<file path="config.mk">
export PLATFORM = sky130hd
export DESIGN_NAME = gainStage
export DESIGN_NICKNAME = d
export VERILOG_FILES = /design/src/verilog/ddcPkg.sv /design/src/verilog/gainStage.sv
export SDC_FILE = /design/constraint.sdc
export NUM_CORES = 1
export LEC_CHECK = 0
export BUFFER_PORTS_ARGS = -buffer_cell sky130_fd_sc_hd__buf_2
export CAP_MARGIN = 10
export CORE_MARGIN = 5
export CORE_UTILIZATION = 45
export CTS_CLUSTER_SIZE = 16
export DETAILED_ROUTE_END_ITERATION = 10
export MAX_ROUTING_LAYER = met4
export PLACE_DENSITY = 0.57
export RECOVER_POWER = 25
export SYNTH_ARGS = -nofsm -noshare
export SYNTH_HDL_FRONTEND = slang
export SYNTH_SLANG_ARGS = --single-unit
</file>
<file path="constraint.sdc">
create_clock -name clk -period 9.1 [get_ports clk]
set_clock_uncertainty 0.15 [all_clocks]
set_input_delay 0.91 -clock clk [delete_from_list [all_inputs] [get_ports clk]]
set_output_delay 0.91 -clock clk [all_outputs]
set_load 0.02 [all_outputs]
</file>
<file path="src/verilog/ddcPkg.sv">
// DDC shared definitions
package ddcPkg;

    // Datapath sample, also used for the oscillator and mixer outputs
    typedef logic signed [17:0] sampleT;

    // Register bus
    typedef logic [31:0] wordT;
    typedef logic [3:0]  addrT;

    // Phase increment of the oscillator
    typedef logic [31:0] freqT;

    // CIC register, 18 bits plus 3 stages of log2(8) growth
    typedef logic signed [26:0] cicAccT;

    // Gain control fields
    typedef logic [4:0]  expT;
    typedef logic [15:0] mantT;

    // Register map
    localparam addrT ADDR_CONTROL = 4'd0;
    localparam addrT ADDR_FREQ    = 4'd1;
    localparam addrT ADDR_GAIN    = 4'd2;
    localparam addrT ADDR_STATUS  = 4'd3;

    // Decimator shape and its normalization shift
    localparam int DECIM_FACTOR = 8;
    localparam int CIC_STAGES   = 3;
    localparam int CIC_SHIFT    = 9;

    // Oscillator table
    localparam int LO_AMPLITUDE  = 131071;
    localparam int LO_TABLE_BITS = 6;

    // Mantissa value for a gain of one
    localparam int GAIN_UNITY = 32768;

endpackage
</file>
<file path="src/verilog/gainStage.sv">
// Programmable gain with saturation
`timescale 1ns/10ps

module gainStage (
    input  logic           clk,
    input  logic           clkEn,
    input  ddcPkg::sampleT din,
    input  ddcPkg::expT    gainExp,
    input  ddcPkg::mantT   gainMant,
    output ddcPkg::sampleT dout
);

    logic signed [34:0] product;
    logic signed [34:0] shifted;
    logic [5:0]         shiftAmt;

    // Mantissa is unsigned with 15 fraction bits
    assign product  = din * $signed({1'b0, gainMant});
    assign shiftAmt = 6'd15 + 6'(gainExp);

    // Arithmetic shift rounds toward minus infinity
    assign shifted = product >>> shiftAmt;

    always_ff @(posedge clk) begin
        if (clkEn) begin
            if (shifted > 35'sd131071) begin
                dout <= 18'sd131071;
            end else if (shifted < -35'sd131072) begin
                dout <= -18'sd131072;
            end else begin
                dout <= ddcPkg::sampleT'(shifted);
            end
        end
    end

endmodule

</file>
==> results.tsv <==
stage	metric	value	unit
logic_synthesis	YS warnings	0	
final_layout	layout cell share with drive strength beyond 1	11.9	%
logic_synthesis	Compound-Gate Fraction of Synth Area	15.5	%
timing	min Tclk post-route	8650	ps
route	DRC viols	0	
timing	Final Hold Viols	0	
cts	cts bufs inserted	3	
logic_synthesis	asr flop ratio synth	0	%
logic_synthesis	Syn Area/Cell	8.20	sq um
global_route	gr ovfl total	0	
timing	final slew viol count	0	
timing	setup tns final	0	ps
logic_synthesis	ys flop type	edfxtp_1	
floorplanning	Rows	67	
final_layout	Seq. cell area	541	sq um
worst_setup_path	cell mode on critical path	fa_1	
cts	H-tree Lvls	1	
final_layout	Largest register FFs	18	
global_route	initial antenna violation count	0	
floorplanning	Die Area	0.0380	sq mm
route	vias per cell	5.48	
logic_synthesis	Synth Area in XOR/XNOR	1.88	%
logic_synthesis	Post-synth EDFFs	18	
final_layout	largest register by flop count	dout	
cts	TritonCTS sink count	18	
route	post-route ant nets	0	
hold_path	hold path depth	4	
final_layout	Multi-input gate area	0.0129	sq mm
logic_synthesis	largest family of logic cells by synthesized area	adder cells	
logic_synthesis	register area share after synthesis	3.51	%
logic_synthesis	area share of fa/ha/maj cells after synthesis	45.4	%
placed_design	I/O Buffers	58	
final_layout	Area growth, synth to finish	8.34	%
run_status	status	finished, final reports clean	
floorplanning	Die X	195	um
worst_setup_path	worst setup path category	in -> reg	
timing	Fmax	0.116	GHz
worst_setup_path	Req. time, crit path	9070	ps
final_layout	commonest non-fill, non-tap cell in the layout	inv_1	
route	1st-pass router iterations	5	
placed_design	final RePlAce weighted congestion	0.930	
global_route	gr usage total	23.2	%
logic_synthesis	post-synthesis simple-gate area fraction	17.3	%
cts	CTS resizes	0	
logic_synthesis	proportion of synthesized area in mux cells	3.07	%
global_route	first-pass GRT wire length	71900	um
timing	Worst slew margin	40.5	%
global_route	largest net degree at the start of global routing	51	
worst_setup_path	crit-path max cell delay	550	ps
placed_design	Post-Place Worst Slack	23.0	ps
hold_path	Worst Hold Launch	gainExp[4]	
floorplanning	chip height	195	um
timing	worst setup margin	449	ps
worst_setup_path	Crit. End Element	flip-flop	
floorplanning	Initial Util	45.7	%
cts	clock root cell	clkbuf_16	
logic_synthesis	Yosys top cell by area	fa_1	
worst_setup_path	Crit-path slowest cell	fa_1	
timing	crit share post-route	95.1	%
final_layout	Nets	2369	
logic_synthesis	library cells used by synthesis	97	
worst_setup_path	crit-path max FO	16	
timing	final setup vio count	0	
route	Vias	13100	
placed_design	placed wire-length estimate	35600	um
worst_setup_path	crit start category	primary input	
floorplanning	Core ar.	0.0337	sq mm
logic_synthesis	top post-synthesis cells by area	fa_1 (38%), inv_1 (9.8%), ha_1 (7.3%)	
final_layout	most frequent cells in the layout	inv_1 (404), fa_1 (293), nand2_1 (269)	
logic_synthesis	Synth Net Count	2302	
cts	Post-CTS Hold Fix Bufs	0	
timing	RSZ-0062 raised after global routing	false	
route	initial drt markers	799	
global_route	vias in the first global route	14100	
hold_path	worst hold path type	in -> reg	
cts	Max clock buf depth	2	
logic_synthesis	Syn Inst Count	1878	
final_layout	Fill cells	3377	
hold_path	end of the worst hold path	dout[11]	
final_layout	# diodes	0	
worst_setup_path	Worst EP arrival	8620	ps
route	drt wl/cell	17.5	um
cts	clock-pin transition on the worst setup and hold timing paths	50	ps
floorplanning	I/O pin cnt	59	
logic_synthesis	Yosys reg bits	18	
logic_synthesis	Synth top area share	38.1	%
logic_synthesis	synthesized area	0.0154	sq mm
timing	worst slew pin tran	892	ps
run	max_cap viols	0	
cts	CTS tree	yes	
route	Post-Route WL	41800	um
cts	Post-CTS Setup Bufs	0	
final_layout	Top Registers	dout (18)	
## per-stage QoR
| step | hold WS [ps] | cell area, sq um | std cells | util [%] |
|---|---|---|---|---|
| 2_1_floorplan | 872 | 15400 | 1878 | - |
| 3_3_place_gp | 1200 | 16600 | 2388 | 49.1 |
| 3_5_place_dp | 1200 | 16600 | 2388 | 49.1 |
| 4_1_cts | 961 | 16600 | 2392 | 49.4 |
| 5_1_grt | 1170 | 16700 | 2392 | 49.5 |
| 6_report | 1170 | 16700 | 2392 | 49.5 |
## kinds of logic (layout without fill, tap and decap cells)
| family | Yosys count | count (layout) |
|---|---|---|
| and+or+nand+nor | 557 | 557 |
| buffers and inverters | 508 | 574 |
| adders and majority gates | 383 | 383 |
| AOI/OAI and AO/OA | 339 | 339 |
| muxes | 40 | 40 |
| xor gates and xnor gates | 33 | 33 |
| DFF | 18 | 18 |
## critical path: cells and delay by family
| family | cells | cell delay [ps] |
|---|---|---|
| compound gates | 10 | 2980 |
| buf+inv | 5 | 630 |
| fa+ha+maj | 7 | 3420 |
| simple gates | 3 | 660 |
## worst max-delay path by stage
stage                      startpoint  endpoint  slack (ps)  depth (start not counted)
final                         din[13]   dout[6]         450                         25
after global routing          din[17]  dout[14]          50                         26
after CTS                 gainMant[6]   dout[6]         280                         26
after detailed placement  gainMant[6]   dout[6]          20                         26
after global placement    gainMant[6]  dout[11]         100                         26
after floorplan           gainMant[8]  dout[11]         720                         29
## per-layer routing
layer | share of wire, % | global-route usage (%) | vias to the layer above | routed length [um]
li1 | - | - | 6129 | -
met1 | 46 | 32.1 | 6636 | 19400
met3 | 3.4 | 0.948 | 53 | 1410
met5 | 0 | - | - | 0
met2 | 49 | 39.5 | 294 | 20400
met4 | 1.3 | 3.05 | 0 | 556
## synthesized netlist by cell type, types with 5 or more instances
cell type,count
o21ai_1,5
buf_1,6
clkbuf_8,7
nor2_1,65
nor3_1,28
a221o_1,8
a21o_2,8
mux2i_1,21
o2111ai_1,5
a21o_1,23
nand3_1,17
nand2_1,269
ha_1,90
mux2_2,14
o221ai_1,6
buf_2,9
a211oi_1,25
xor2_1,12
fa_1,293
o21ai_0,56
or3_1,9
clkbuf_1,68
xnor2_1,21
o211ai_1,25
inv_1,404
nor4_1,9
a31oi_1,10
o21a_1,11
and2_1,121
o31ai_1,6
nand4_1,6
a31o_2,9
o32ai_1,6
buf_6,5
o22ai_1,6
a21oi_1,74
edfxtp_1,18
## cell type report
cell class | instances | area share [%]
clock inverter | 1 | 0.0225
sequential | 18 | 3.24
clock buffer | 3 | 0.450
multi-input combinational | 1352 | 77.1
timing repair buffer | 164 | 6.67
inverter | 406 | 9.14
tap | 448 | 3.36
Power is not shown: default switching activity piles up to over one toggle a cycle in this logic, so the estimate is an artifact.
