--- config.mk ---
export PLATFORM = sky130hd
export DESIGN_NAME = complexMixer
export DESIGN_NICKNAME = d
export VERILOG_FILES = /design/src/verilog/ddcPkg.sv /design/src/verilog/complexMixer.sv
export SDC_FILE = /design/constraint.sdc
export NUM_CORES = 2
export LEC_CHECK = 0
export ABC_CLOCK_PERIOD_IN_PS = 12000
export BUFFER_PORTS_ARGS = -buffer_cell sky130_fd_sc_hd__buf_4
export CORE_UTILIZATION = 70
export DETAILED_ROUTE_END_ITERATION = 7
export MAX_ROUTING_LAYER = met4
export PLACE_DENSITY = 0.88
export SYNTH_ARGS = -nofsm -noshare
export SYNTH_HDL_FRONTEND = slang
export SYNTH_SLANG_ARGS = --single-unit
export TNS_END_PERCENT = 20
--- constraint.sdc ---
create_clock -name clk -period 12 [get_ports clk]
set_input_delay 0.6 -clock clk [delete_from_list [all_inputs] [get_ports clk]]
set_output_delay 0.6 -clock clk [all_outputs]
set_load 0.02 [all_outputs]
--- src/verilog/ddcPkg.sv ---
// DDC shared definitions
package ddcPkg;

    // Datapath sample, also used for the oscillator and mixer outputs
    typedef logic signed [17:0] sampleT;

    // Register bus
    typedef logic [31:0] wordT;
    typedef logic [3:0]  addrT;

    // Phase increment of the oscillator
    typedef logic [31:0] freqT;

    // CIC register, 18 bits plus 3 stages of log2(8) growth
    typedef logic signed [26:0] cicAccT;

    // Gain control fields
    typedef logic [4:0]  expT;
    typedef logic [15:0] mantT;

    // Register map
    localparam addrT ADDR_CONTROL = 4'd0;
    localparam addrT ADDR_FREQ    = 4'd1;
    localparam addrT ADDR_GAIN    = 4'd2;
    localparam addrT ADDR_STATUS  = 4'd3;

    // Decimator shape and its normalization shift
    localparam int DECIM_FACTOR = 8;
    localparam int CIC_STAGES   = 3;
    localparam int CIC_SHIFT    = 9;

    // Oscillator table
    localparam int LO_AMPLITUDE  = 131071;
    localparam int LO_TABLE_BITS = 6;

    // Mantissa value for a gain of one
    localparam int GAIN_UNITY = 32768;

endpackage
--- src/verilog/complexMixer.sv ---
// Pipelined complex multiplier
`timescale 1ns/10ps

module complexMixer (
    input  logic           clk,
    input  logic           rstN,
    input  logic           clkEn,
    input  ddcPkg::sampleT aReal,
    input  ddcPkg::sampleT aImag,
    input  ddcPkg::sampleT bReal,
    input  ddcPkg::sampleT bImag,
    output ddcPkg::sampleT pReal,
    output ddcPkg::sampleT pImag,
    output logic           mixValid
);

    // Drop 17 fraction bits and clamp to the sample range
    function automatic ddcPkg::sampleT satRound(input logic signed [37:0] v);
        logic signed [37:0] shifted;
        shifted = v >>> 17;
        if (shifted > 38'sd131071) return 18'sd131071;
        if (shifted < -38'sd131072) return -18'sd131072;
        return ddcPkg::sampleT'(shifted);
    endfunction

    logic [1:0]         validPipe;
    logic signed [35:0] prodRR;
    logic signed [35:0] prodII;
    logic signed [35:0] prodRI;
    logic signed [35:0] prodIR;
    logic signed [37:0] sumReal;
    logic signed [37:0] sumImag;

    // Half an output LSB added for round-half-up
    always_comb begin
        sumReal = 38'(prodRR) - 38'(prodII) + 38'sd65536;
        sumImag = 38'(prodRI) + 38'(prodIR) + 38'sd65536;
    end

    always_ff @(posedge clk) begin
        if (!rstN) begin
            validPipe <= '0;
        end else begin
            validPipe <= {validPipe[0], clkEn};
        end
    end

    always_ff @(posedge clk) begin
        if (clkEn) begin
            prodRR <= aReal * bReal;
            prodII <= aImag * bImag;
            prodRI <= aReal * bImag;
            prodIR <= aImag * bReal;
        end
        if (validPipe[0]) begin
            pReal <= satRound(sumReal);
            pImag <= satRound(sumImag);
        end
    end

    assign mixValid = validPipe[1];

endmodule

==> results list <==
- Fraction of final layout cells sized beyond drive strength 1: 3.23%
* Final nets: 7,895
* Sequence of cells on the critical path: buf_4, nand2_1, fa_1, inv_1, fa_1, inv_1, fa_1, inv_1, fa_1, fa_1, inv_1, fa_1, inv_1, ha_1, nand2_1, or3_1, a211oi_1, nor4_1, o31ai_1, nand3_1, nand3_1, o22a_1, a211oi_1, xnor2_1
* Final setup viols: 0
- The number of cells on the worst reg-to-reg path is 12.
- Net count after synthesis: 8,033
* Number of clock sinks seen by CTS: 182
* Synth Cell Area: ~58,000 sq um
- For the pin with the worst max-slew slack, the measured transition is 1.13 ns.
* Worst EP arrival: 7.49 ns
- Setup repair after global routing left no endpoint under its margin.
- Inst Count DP: 7,043
* Postcts setup bufs: 0
- Most common cell after layout, fill and taps aside: sky130_fd_sc_hd__inv_1
* Number of flops mapped to enable cells by yosys: 180
- For this run, the share of the core covered by cells in the final layout is 72.9%.
- Average cell area after synthesis: 9.49 sq um
- The worst pin sits at a relative slew slack of between 20 and 25%.
- In this run the count of I/O pins placed on the die edge is 112.
- Hold repair after CTS inserted 0 buffers.
* Shortest period the worst path allows: 7.24 ns
- Sorting the synthesized cells by area gives the leading types as sky130_fd_sc_hd__fa_1 45%, sky130_fd_sc_hd__ha_1 11%, sky130_fd_sc_hd__inv_1 10%, sky130_fd_sc_hd__edfxtp_1 9.3%, sky130_fd_sc_hd__and2_1 7.1%.
- After clock tree synthesis, the clock-pin slew on the worst setup and hold paths is 0.08 ns.
- The core region is roughly 80,000 sq um.
- The slowest stage of the critical path belongs to the cell sky130_fd_sc_hd__o31ai_1.
- Dividing the final minimum period by the clock period gives roughly 60%.
* Hold worst-path end: validPipe[1]
- Counting flops with an async set or reset pin after synthesis yields a share of 0%.
- Sequential elements use 9.36% of the synthesized area.
- Clock tree root buffer cell: sky130_fd_sc_hd__clkbuf_16
* Initial standard-cell utilization of the core: 70.8%
- DIE HEIGHT: 290 um
- Number of standard-cell rows in the floorplan: around 110
* Largest net degree at the start of global routing: 88
* Fraction of post-synthesis cell area in the top cell type by area: between 40% and 50%
- The worst hold path begins at rstN.
- Gates resized during post-CTS repair numbered 0.
* Reg2reg end: pImag[10]
- Hold Slack: 0.322 ns
- Remaining global-route overflow: 0
- Number of H-tree levels: 4
- Of the post-synthesis cell area, the part taken by muxes is less than 1%.
- Detailed router's first-iteration violation count: 3,421
- The top cell types in the final layout, fill and taps aside, are 1,563 x sky130_fd_sc_hd__inv_1, 1,316 x sky130_fd_sc_hd__fa_1, 662 x sky130_fd_sc_hd__and2_1.
* Path type of the worst setup path: input port to register
- Total of max-cap violations: 0
- Number of distinct standard cells referenced by the synthesized netlist: 90
* Number of antenna violations at the first check in global routing: 4
- Dividing the detail-routed via count by the number of cells gives roughly 6.0.
* Horizontal die dimension: a little under 300 um
- Final estimated routing congestion in global placement: 0.937
- Among all flip-flop cells after synthesis, the most frequent one is sky130_fd_sc_hd__edfxtp_1.
- For this run, design rule violations remaining after detail routing come to 0.
* Maximum cell stage delay along the critical path: 0.68 ns
- Final Hold Violating Endpoints: 0
- First drt pass iteration count: 6
- Final total negative setup slack: 0 ns
- In this run the deepest clock path goes through 2 buffers.
- For the worst setup path, the data required time is 12.25 ns.
- In the final routed layout, each cell accounts on average for between 20 and 25 um.
* Insertion delay of the later-clocked pin in the worst-skew pair: 0.49 ns
- The finished layout holds 7,078 standard cells, fillers aside.
* Detailed Place HPWL: 111,000 um
* Critical Path Source Type: input port
- Cts bufs inserted: 17
* Number of slew-limit violations in the final report: 0
* Global-route wire length before repair: 247,000 um
- Vias in the first global route: 48,053
- In this run the remaining antenna-violating nets after routing total 0.
* Worst min path class: input port to register
- During synthesis, Yosys emitted a total of 0 warnings.
* Main combinational cell family by area after synthesis: adder cells
- Across every metal layer, demand over resource in global routing totals between 30% and 40%.
- Area growth, synth to finish: 2.97%
- Largest fanout on the critical path: 36
- The run finished with clean final reports.
- Along the worst hold path, the cell count comes to 2.
- R2r startpoint: prodRI[5]
- Flop and latch count out of synthesis: 182
- Die footprint: 84,300 sq um
* Adder and majority gate portion of the synthesized area: 56.3%
- Post-synthesis instance total: 6,130
* Setup slack of the worst register-to-register path: approximately 7 ns
* Number of vias after detailed routing: 42,311
- In this run the tool buffered the top-level ports with around 110 buffer cells.
* Maximum clock rate: 138 MHz
- The largest total area in the synthesized netlist belongs to sky130_fd_sc_hd__fa_1.
- Clock tree from TritonCTS: done
* Routed WL: roughly 150,000 um
- Of the total synthesized cell area, the portion taken by AND, OR, NAND and NOR gates is around 14%.
- Compound-gate portion of the synthesized area: 5.38%
* Worst Setup End Kind: register
- XOR/XNOR share of the synthesized area: 2.54%
* Final worst clock skew: 0.0170 ns
- Crit path top cell by count: sky130_fd_sc_hd__fa_1
-- cells in the mapped netlist (4+ instances only) --
master,instances
sky130_fd_sc_hd__xnor2_1,143
sky130_fd_sc_hd__o21ai_1,15
sky130_fd_sc_hd__o21a_1,25
sky130_fd_sc_hd__o311ai_0,4
sky130_fd_sc_hd__nand4_1,9
sky130_fd_sc_hd__a21boi_0,5
sky130_fd_sc_hd__a21oi_1,121
sky130_fd_sc_hd__o31ai_1,11
sky130_fd_sc_hd__or3_1,14
sky130_fd_sc_hd__o2111ai_1,5
sky130_fd_sc_hd__o32ai_1,8
sky130_fd_sc_hd__edfxtp_1,180
sky130_fd_sc_hd__nand3_1,32
sky130_fd_sc_hd__inv_1,1563
sky130_fd_sc_hd__nand2b_1,31
sky130_fd_sc_hd__nand2_1,629
sky130_fd_sc_hd__nor4_1,9
sky130_fd_sc_hd__or2_2,7
sky130_fd_sc_hd__nor2b_1,21
sky130_fd_sc_hd__o21ai_0,66
sky130_fd_sc_hd__and3_1,23
sky130_fd_sc_hd__and2_1,662
sky130_fd_sc_hd__a211oi_1,26
sky130_fd_sc_hd__a31oi_1,6
sky130_fd_sc_hd__fa_1,1316
sky130_fd_sc_hd__o21bai_1,15
sky130_fd_sc_hd__and4_1,4
sky130_fd_sc_hd__ha_1,512
sky130_fd_sc_hd__nor3_1,36
sky130_fd_sc_hd__o31a_1,5
sky130_fd_sc_hd__nor2_1,168
sky130_fd_sc_hd__o32ai_2,10
sky130_fd_sc_hd__a21o_1,68
sky130_fd_sc_hd__xor2_1,26
sky130_fd_sc_hd__clkbuf_1,261
-- cell families (layout without fill, tap and decap cells) --
family,Yosys count,in the layout
other,0,4
buffers and inverters,1837,1711
AOI/OAI and AO/OA,450,450
xor gates and xnor gates,169,169
adders and majority gates,1828,1828
DFF,182,182
muxes,3,3
and+or+nand+nor,1661,1661
-- worst max-delay path: cells and delay by family --
| kind | cells | cell delay [ns] |
|---|---|---|
| AOI/OAI and AO/OA | 4 | 1.41 |
| xor gates and xnor gates | 1 | 0.13 |
| adders and majority gates | 7 | 3.34 |
| buffers and inverters | 6 | 0.73 |
| and+or+nand+nor | 6 | 1.19 |
-- registers in the layout (all words and copies together) (netlist names) --
name and cells:
prodIR 36, prodRR 36, validPipe 2, prodII 36, pImag 18, pReal 18, prodRI 36
-- metrics by stage --
step | setup slack, ns | cell area (sq um)
floorplan | 5.16 | 58200
global placement | 4.60 | 59300
detailed placement | 4.41 | 59300
CTS | 4.94 | 59900
global route | 4.59 | 59900
finish | 4.76 | 59900
-- worst max-delay path by stage --
stage	start	to	slack, ns	depth (start not counted)
floorplan	aReal[16]	prodRR[29]	5.16	24
global placement	bImag[9]	prodRI[35]	4.60	24
detailed placement	bImag[9]	prodRI[35]	4.41	24
CTS	bImag[9]	prodRI[35]	4.94	24
global route	bReal[9]	prodRR[35]	4.59	23
finish	bImag[9]	prodRI[35]	4.76	24
-- final cells by class --
| cell class | count | area, sq um |
|---|---|---|
| Antenna cell | 4 | 10.0 |
| Clock buffer | 18 | 429 |
| Clock inverter | 13 | 168 |
| Fill cell | 5649 | 22200 |
| Inverter | 1564 | 5880 |
| Multi-Input combinational cell | 4111 | 45700 |
| Sequential cell | 182 | 5450 |
| Tap cell | 1070 | 1340 |
| Timing Repair Buffer | 116 | 875 |
-- per-layer routing --
metal | part of all wire [%] | routed length (um) | track usage (%)
met3 | 8.9 | 13200 | 6.26
met4 | 9.2 | 13700 | 29.1
met2 | 47 | 69800 | 61.0
met5 | 0 | 0 | -
met1 | 35 | 51900 | 46.1
Power is not shown: default switching activity piles up to over one toggle a cycle in this logic, so the estimate is an artifact.
