### src/verilog/ddcPkg.sv
// DDC shared definitions
package ddcPkg;

    // Datapath sample, also used for the oscillator and mixer outputs
    typedef logic signed [17:0] sampleT;

    // Register bus
    typedef logic [31:0] wordT;
    typedef logic [3:0]  addrT;

    // Phase increment of the oscillator
    typedef logic [31:0] freqT;

    // CIC register, 18 bits plus 3 stages of log2(8) growth
    typedef logic signed [26:0] cicAccT;

    // Gain control fields
    typedef logic [4:0]  expT;
    typedef logic [15:0] mantT;

    // Register map
    localparam addrT ADDR_CONTROL = 4'd0;
    localparam addrT ADDR_FREQ    = 4'd1;
    localparam addrT ADDR_GAIN    = 4'd2;
    localparam addrT ADDR_STATUS  = 4'd3;

    // Decimator shape and its normalization shift
    localparam int DECIM_FACTOR = 8;
    localparam int CIC_STAGES   = 3;
    localparam int CIC_SHIFT    = 9;

    // Oscillator table
    localparam int LO_AMPLITUDE  = 131071;
    localparam int LO_TABLE_BITS = 6;

    // Mantissa value for a gain of one
    localparam int GAIN_UNITY = 32768;

endpackage
### src/verilog/cicDecimator.sv
// Three-stage CIC decimator
`timescale 1ns/10ps

module cicDecimator (
    input  logic           clk,
    input  logic           rstN,
    input  logic           clkEn,
    input  ddcPkg::sampleT inI,
    input  ddcPkg::sampleT inQ,
    output ddcPkg::sampleT outI,
    output ddcPkg::sampleT outQ,
    output logic           cicValid
);

    // Rail 0 is I, rail 1 is Q
    ddcPkg::cicAccT railIn  [2];
    ddcPkg::cicAccT integ   [2][ddcPkg::CIC_STAGES];
    ddcPkg::cicAccT combDly [2][ddcPkg::CIC_STAGES];
    ddcPkg::cicAccT combOut [2][ddcPkg::CIC_STAGES];

    logic [$clog2(ddcPkg::DECIM_FACTOR)-1:0] decimCount;
    logic                                     combTrig;

    // Comb chain runs in the cycle after the last input of a group
    always_comb begin
        railIn[0] = inI;
        railIn[1] = inQ;
        for (int r = 0; r < 2; r++) begin
            combOut[r][0] = integ[r][ddcPkg::CIC_STAGES-1] - combDly[r][0];
            for (int s = 1; s < ddcPkg::CIC_STAGES; s++) begin
                combOut[r][s] = combOut[r][s-1] - combDly[r][s];
            end
        end
    end

    always_ff @(posedge clk) begin
        if (!rstN) begin
            for (int r = 0; r < 2; r++) begin
                for (int s = 0; s < ddcPkg::CIC_STAGES; s++) begin
                    integ[r][s]   <= '0;
                    combDly[r][s] <= '0;
                end
            end
            decimCount <= '0;
            combTrig   <= 1'b0;
            cicValid   <= 1'b0;
        end else begin
            combTrig <= clkEn && (decimCount == ddcPkg::DECIM_FACTOR - 1);
            cicValid <= combTrig;

            // Integrators wrap freely, the combs undo the overflow
            if (clkEn) begin
                decimCount <= decimCount + 1'b1;
                for (int r = 0; r < 2; r++) begin
                    integ[r][0] <= integ[r][0] + railIn[r];
                    for (int s = 1; s < ddcPkg::CIC_STAGES; s++) begin
                        integ[r][s] <= integ[r][s] + integ[r][s-1];
                    end
                end
            end

            if (combTrig) begin
                for (int r = 0; r < 2; r++) begin
                    combDly[r][0] <= integ[r][ddcPkg::CIC_STAGES-1];
                    for (int s = 1; s < ddcPkg::CIC_STAGES; s++) begin
                        combDly[r][s] <= combOut[r][s-1];
                    end
                end
            end
        end
    end

    // Gain of 8^3 removed by the shift
    always_ff @(posedge clk) begin
        if (combTrig) begin
            outI <= ddcPkg::sampleT'(combOut[0][ddcPkg::CIC_STAGES-1] >>> ddcPkg::CIC_SHIFT);
            outQ <= ddcPkg::sampleT'(combOut[1][ddcPkg::CIC_STAGES-1] >>> ddcPkg::CIC_SHIFT);
        end
    end

endmodule

### config.mk
export PLATFORM = sky130hd
export DESIGN_NAME = cicDecimator
export DESIGN_NICKNAME = d
export VERILOG_FILES = /design/src/verilog/ddcPkg.sv /design/src/verilog/cicDecimator.sv
export SDC_FILE = /design/constraint.sdc
export NUM_CORES = 1
export LEC_CHECK = 0
export BUFFER_PORTS_ARGS = -buffer_cell sky130_fd_sc_hd__buf_2
export CAP_MARGIN = 0
export CORE_ASPECT_RATIO = 0.6
export CORE_UTILIZATION = 45
export CTS_BUF_LIST = sky130_fd_sc_hd__clkbuf_8
export CTS_CLUSTER_SIZE = 12
export DETAILED_ROUTE_END_ITERATION = 10
export GPL_ROUTABILITY_DRIVEN = 0
export GPL_TIMING_DRIVEN = 0
export HOLD_SLACK_MARGIN = 0.12
export PLACE_DENSITY = 0.61
export SLEW_MARGIN = 0
export SYNTH_ARGS = -nofsm -noshare
export SYNTH_HDL_FRONTEND = slang
export SYNTH_SLANG_ARGS = --single-unit
### constraint.sdc
create_clock -name clk -period 10.6 [get_ports clk]
set_input_delay 2.12 -clock clk [delete_from_list [all_inputs] [get_ports clk]]
set_output_delay 2.12 -clock clk [all_outputs]
set_load 0.02 [all_outputs]
==> load_flow_metrics.sql <==
INSERT INTO impl_metrics (metric_group, metric, value, unit) VALUES
('critical_path', 'rr_startpoint', 'combDly[0][55]', ''),
('synth', 'ys_seq_elements', '365', ''),
('floorplanning', 'floorplan.die.width', '316.1', 'um'),
('final_layout', 'area_occupied_by_multi_input_gates', '14650', 'sq um'),
('critical_path', 'critical_path_fanouts_max', '6', ''),
('final_layout', 'fraction_of_layout_cells_with_a_size_suffix_above_1', '6.220', '%'),
('timing', 'timing.final.setup_violations', '0', ''),
('place', 'port_buffers', '75', ''),
('min_path', 'min_delay_worst_endpoint', 'decimCount[1]', ''),
('timing', 'tightestPinTransition', '918.1', 'ps'),
('cts', 'post-cts-setup-buffers', '0', ''),
('critical_path', 'cp_slowest_stage_delay', '510', 'ps'),
('detailed_routing', 'drtPass1Iterations', '5', ''),
('grt', 'grt-ovfl-total', '0', ''),
('cts', 'cts_hold_buffers', '0', ''),
('synth', 'post_syn_nets', '3054', ''),
('floorplanning', 'initial_utilization', '45.91', '%'),
('grt', 'largest_net_degree_at_the_start_of_global_routing', '67', ''),
('floorplanning', 'area_enclosed_by_the_die_boundary', '60210', 'sq um'),
('place', 'post-dp-hpwl', '45790', 'um'),
('power_and_ir_drop', 'vdd_drop_max', '0.0001018', 'V'),
('cts', 'clkSlewWorstSetupHoldPaths', '70', 'ps'),
('critical_path', 'critical_path.slowest_cell', 'a2111oi_0', ''),
('cts', 'clock_tree.root_cell', 'clkbuf_8', ''),
('power_and_ir_drop', 'finalPower', '5723', 'uW'),
('floorplanning', 'fp-row-count', '68', ''),
('critical_path', 'worstSetupStartpointType', 'flop', ''),
('cts', 'insertion_delay', '660', 'ps'),
('cts', 'post_cts.resized_instances', '0', ''),
('min_path', 'holdPathStages', '2', ''),
('detailed_routing', 'dr.first_iter.drc_count', '1337', ''),
('critical_path', 'arrival', '7600', 'ps'),
('timing', 'finalWorstPathRequiredPeriod', '7226', 'ps'),
('final_layout', 'antennaDiodeCount', '0', ''),
('critical_path', 'path_buf_inv', '1', ''),
('timing', 'slew_headroom', '38.79', '%'),
('flow_run', 'timing.max_cap.violations', '0', ''),
('grt', 'vias_in_the_first_global_route', '18500', ''),
('floorplanning', 'total_i_o_pin_count', '76', ''),
('critical_path', 'worst-r2r-setup-slack', '3370', 'ps'),
('final_layout', 'leading_cell_type_in_the_layout_fill_and_taps_excluded', 'edfxtp_1', ''),
('timing', 'max_slew_violation_count', '0', ''),
('timing', 'post-route-period-util', '68.17', '%'),
('floorplanning', 'coreArea', '58030', 'sq um'),
('critical_path', 'timing_worst_setup_path_type', 'flop to flop', ''),
('cts', 'largest_buffer_count_on_any_clock_path', '3', ''),
('synth', 'post_synth.cell_area_avg', '9.893', 'sq um'),
('final_layout', 'utilization', '50.32', '%'),
('final_layout', 'register_area', '10910', 'sq um'),
('power_and_ir_drop', 'power.static_leakage', '0.01311', 'uW'),
('cts', 'num_cts_buffers', '59', ''),
('timing', 'clock.fmax', '138.4', 'MHz'),
('grt', 'global_route.usage.total', '19.85', '%'),
('cts', 'clock-sinks', '365', ''),
('synth', 'post_synth_instance_area', '26640', 'sq um'),
('synth', 'synth_edf_count', '360', ''),
('critical_path', 'worst_setup_path_end_kind', 'flop', ''),
('critical_path', 'path_delay_family', 'compound AO/OA/AOI/OAI gates', ''),
('run_status', 'outcome', 'finished clean', ''),
('min_path', 'hold_path_class', 'flop to flop', ''),
('final_layout', 'final_cell_mix', 'edfxtp_1 (360), ha_1 (312), nor2_1 (262)', ''),
('detailed_routing', 'vias', '19485', ''),
('timing', 'final-hold-violation-count', '0', ''),
('synth', 'synthCells', '2693', ''),
('min_path', 'hp-start', 'decimCount[1]', ''),
('critical_path', 'rr_endpoint', 'outI[17]', ''),
('timing', 'final.setup_skew', '24.72', 'ps'),
('power_and_ir_drop', 'powerDensity', '196.0', 'nW/um^2'),
('critical_path', 'timing.reg2reg.worst_path_depth', '30', ''),
('critical_path', 'critPathRequiredTime', '10970', 'ps'),
('final_layout', 'synthesis_to_finish_area_growth', '9.605', '%');
## worst reg2reg max path: cells and delay by family (launching register included)
kind                       cells  cell delay, ps
AOI/OAI and AO/OA             18            4210
adders and majority gates      3             870
and+or+nand+nor                5             660
DFF                            1             420
muxes                          1             360
xor gates and xnor gates       2             330
buffers and inverters          1              80
## Yosys cell counts, types with 5 or more instances
library cell | instances | area share (%)
a2111oi_0 | 6 | 0.20
a211o_1 | 7 | 0.23
a211oi_1 | 23 | 0.65
a21boi_0 | 12 | 0.34
a21o_1 | 133 | 3.7
a21oi_1 | 214 | 4.0
a221o_1 | 5 | 0.19
a311oi_1 | 5 | 0.16
a31oi_1 | 27 | 0.63
a41oi_1 | 6 | 0.20
and2_1 | 103 | 2.4
and3_1 | 83 | 1.9
clkbuf_1 | 48 | 0.68
dfxtp_1 | 5 | 0.38
edfxtp_1 | 360 | 41
fa_1 | 10 | 0.75
ha_1 | 312 | 15
inv_1 | 242 | 3.4
nand2_1 | 106 | 1.5
nand2b_1 | 36 | 0.85
nand3_1 | 39 | 0.73
nand4_1 | 22 | 0.52
nor2_1 | 262 | 3.7
nor2b_1 | 43 | 1.0
nor3_1 | 47 | 0.88
nor3b_1 | 6 | 0.17
o211ai_1 | 9 | 0.25
o21a_1 | 29 | 0.82
o21ai_0 | 118 | 2.2
o21bai_1 | 33 | 0.93
o22ai_1 | 5 | 0.12
o31ai_1 | 15 | 0.42
or2_2 | 6 | 0.14
or3_1 | 9 | 0.21
xnor2_1 | 149 | 4.9
xor2_1 | 96 | 3.2
## per-layer routing
metal  vias to the layer above  track usage, %  part of all wire, %
li1                      10050               -                    -
met4                         0           4.794                  2.0
met1                      8901           32.35                   56
met2                       455           26.86                   37
met3                        79           2.751                  4.9
met5                         -               0                    0
## report_power, final
part | internal (uW) | switching [uW]
Combinational | 1150 | 1510
Clock | 570 | 596
Sequential | 1800 | 96.4
## flip-flops by register name, summed over array words and instances (netlist names)
name,count
cicValid,1
combDly,162
combTrig,1
decimCount,3
integ,162
outI,18
outQ,18
## worst max-delay path by stage
stage / startpoint / end / slack, ps / cells after the start
2_1_floorplan: clkEn / integ[0][0] / 3760 / 2
3_3_place_gp: clkEn / integ[0][72] / 1530 / 3
3_5_place_dp: integ[0][1] / outI[17] / 3470 / 29
4_1_cts: integ[0][1] / outI[17] / 3410 / 29
5_1_grt: integ[0][1] / outI[17] / 2780 / 29
6_report: combDly[0][55] / outI[17] / 3370 / 30
## metrics by stage
stage               hold WS (ps)  setup slack [ps]  std cells  cell area (sq um)
floorplan                  486.9              3757       2693              26640
global placement           500.8              1530       3538              27980
detailed placement         526.4              3465       3543              28130
CTS                        541.4              3414       3648              29200
global route               576.8              2781       3648              29200
finish                     540.1              3374       3648              29200
## final cells by class
type,count,area share [%]
Multi-Input combinational cell,2037,50.18
Sequential cell,365,37.37
Tap cell,770,3.299
Inverter,242,3.111
Clock buffer,63,2.970
Timing Repair Buffer,80,1.731
Clock inverter,42,0.7070
Buffer,49,0.6299
## cells by family after synthesis
logic type / count (synthesis) / share of synthesized area (%)
AO/OA/AOI/OAI: 693 / 16.95
adder cells (fa/ha/maj): 322 / 15.40
multiplexers: 5 / 0.1926
AND/OR/NAND/NOR: 772 / 14.35
flip-flops: 365 / 40.95
XOR/XNOR: 245 / 8.055
buffers and inverters: 291 / 4.100
No activity file was read; power rests on OpenSTA's default activity.
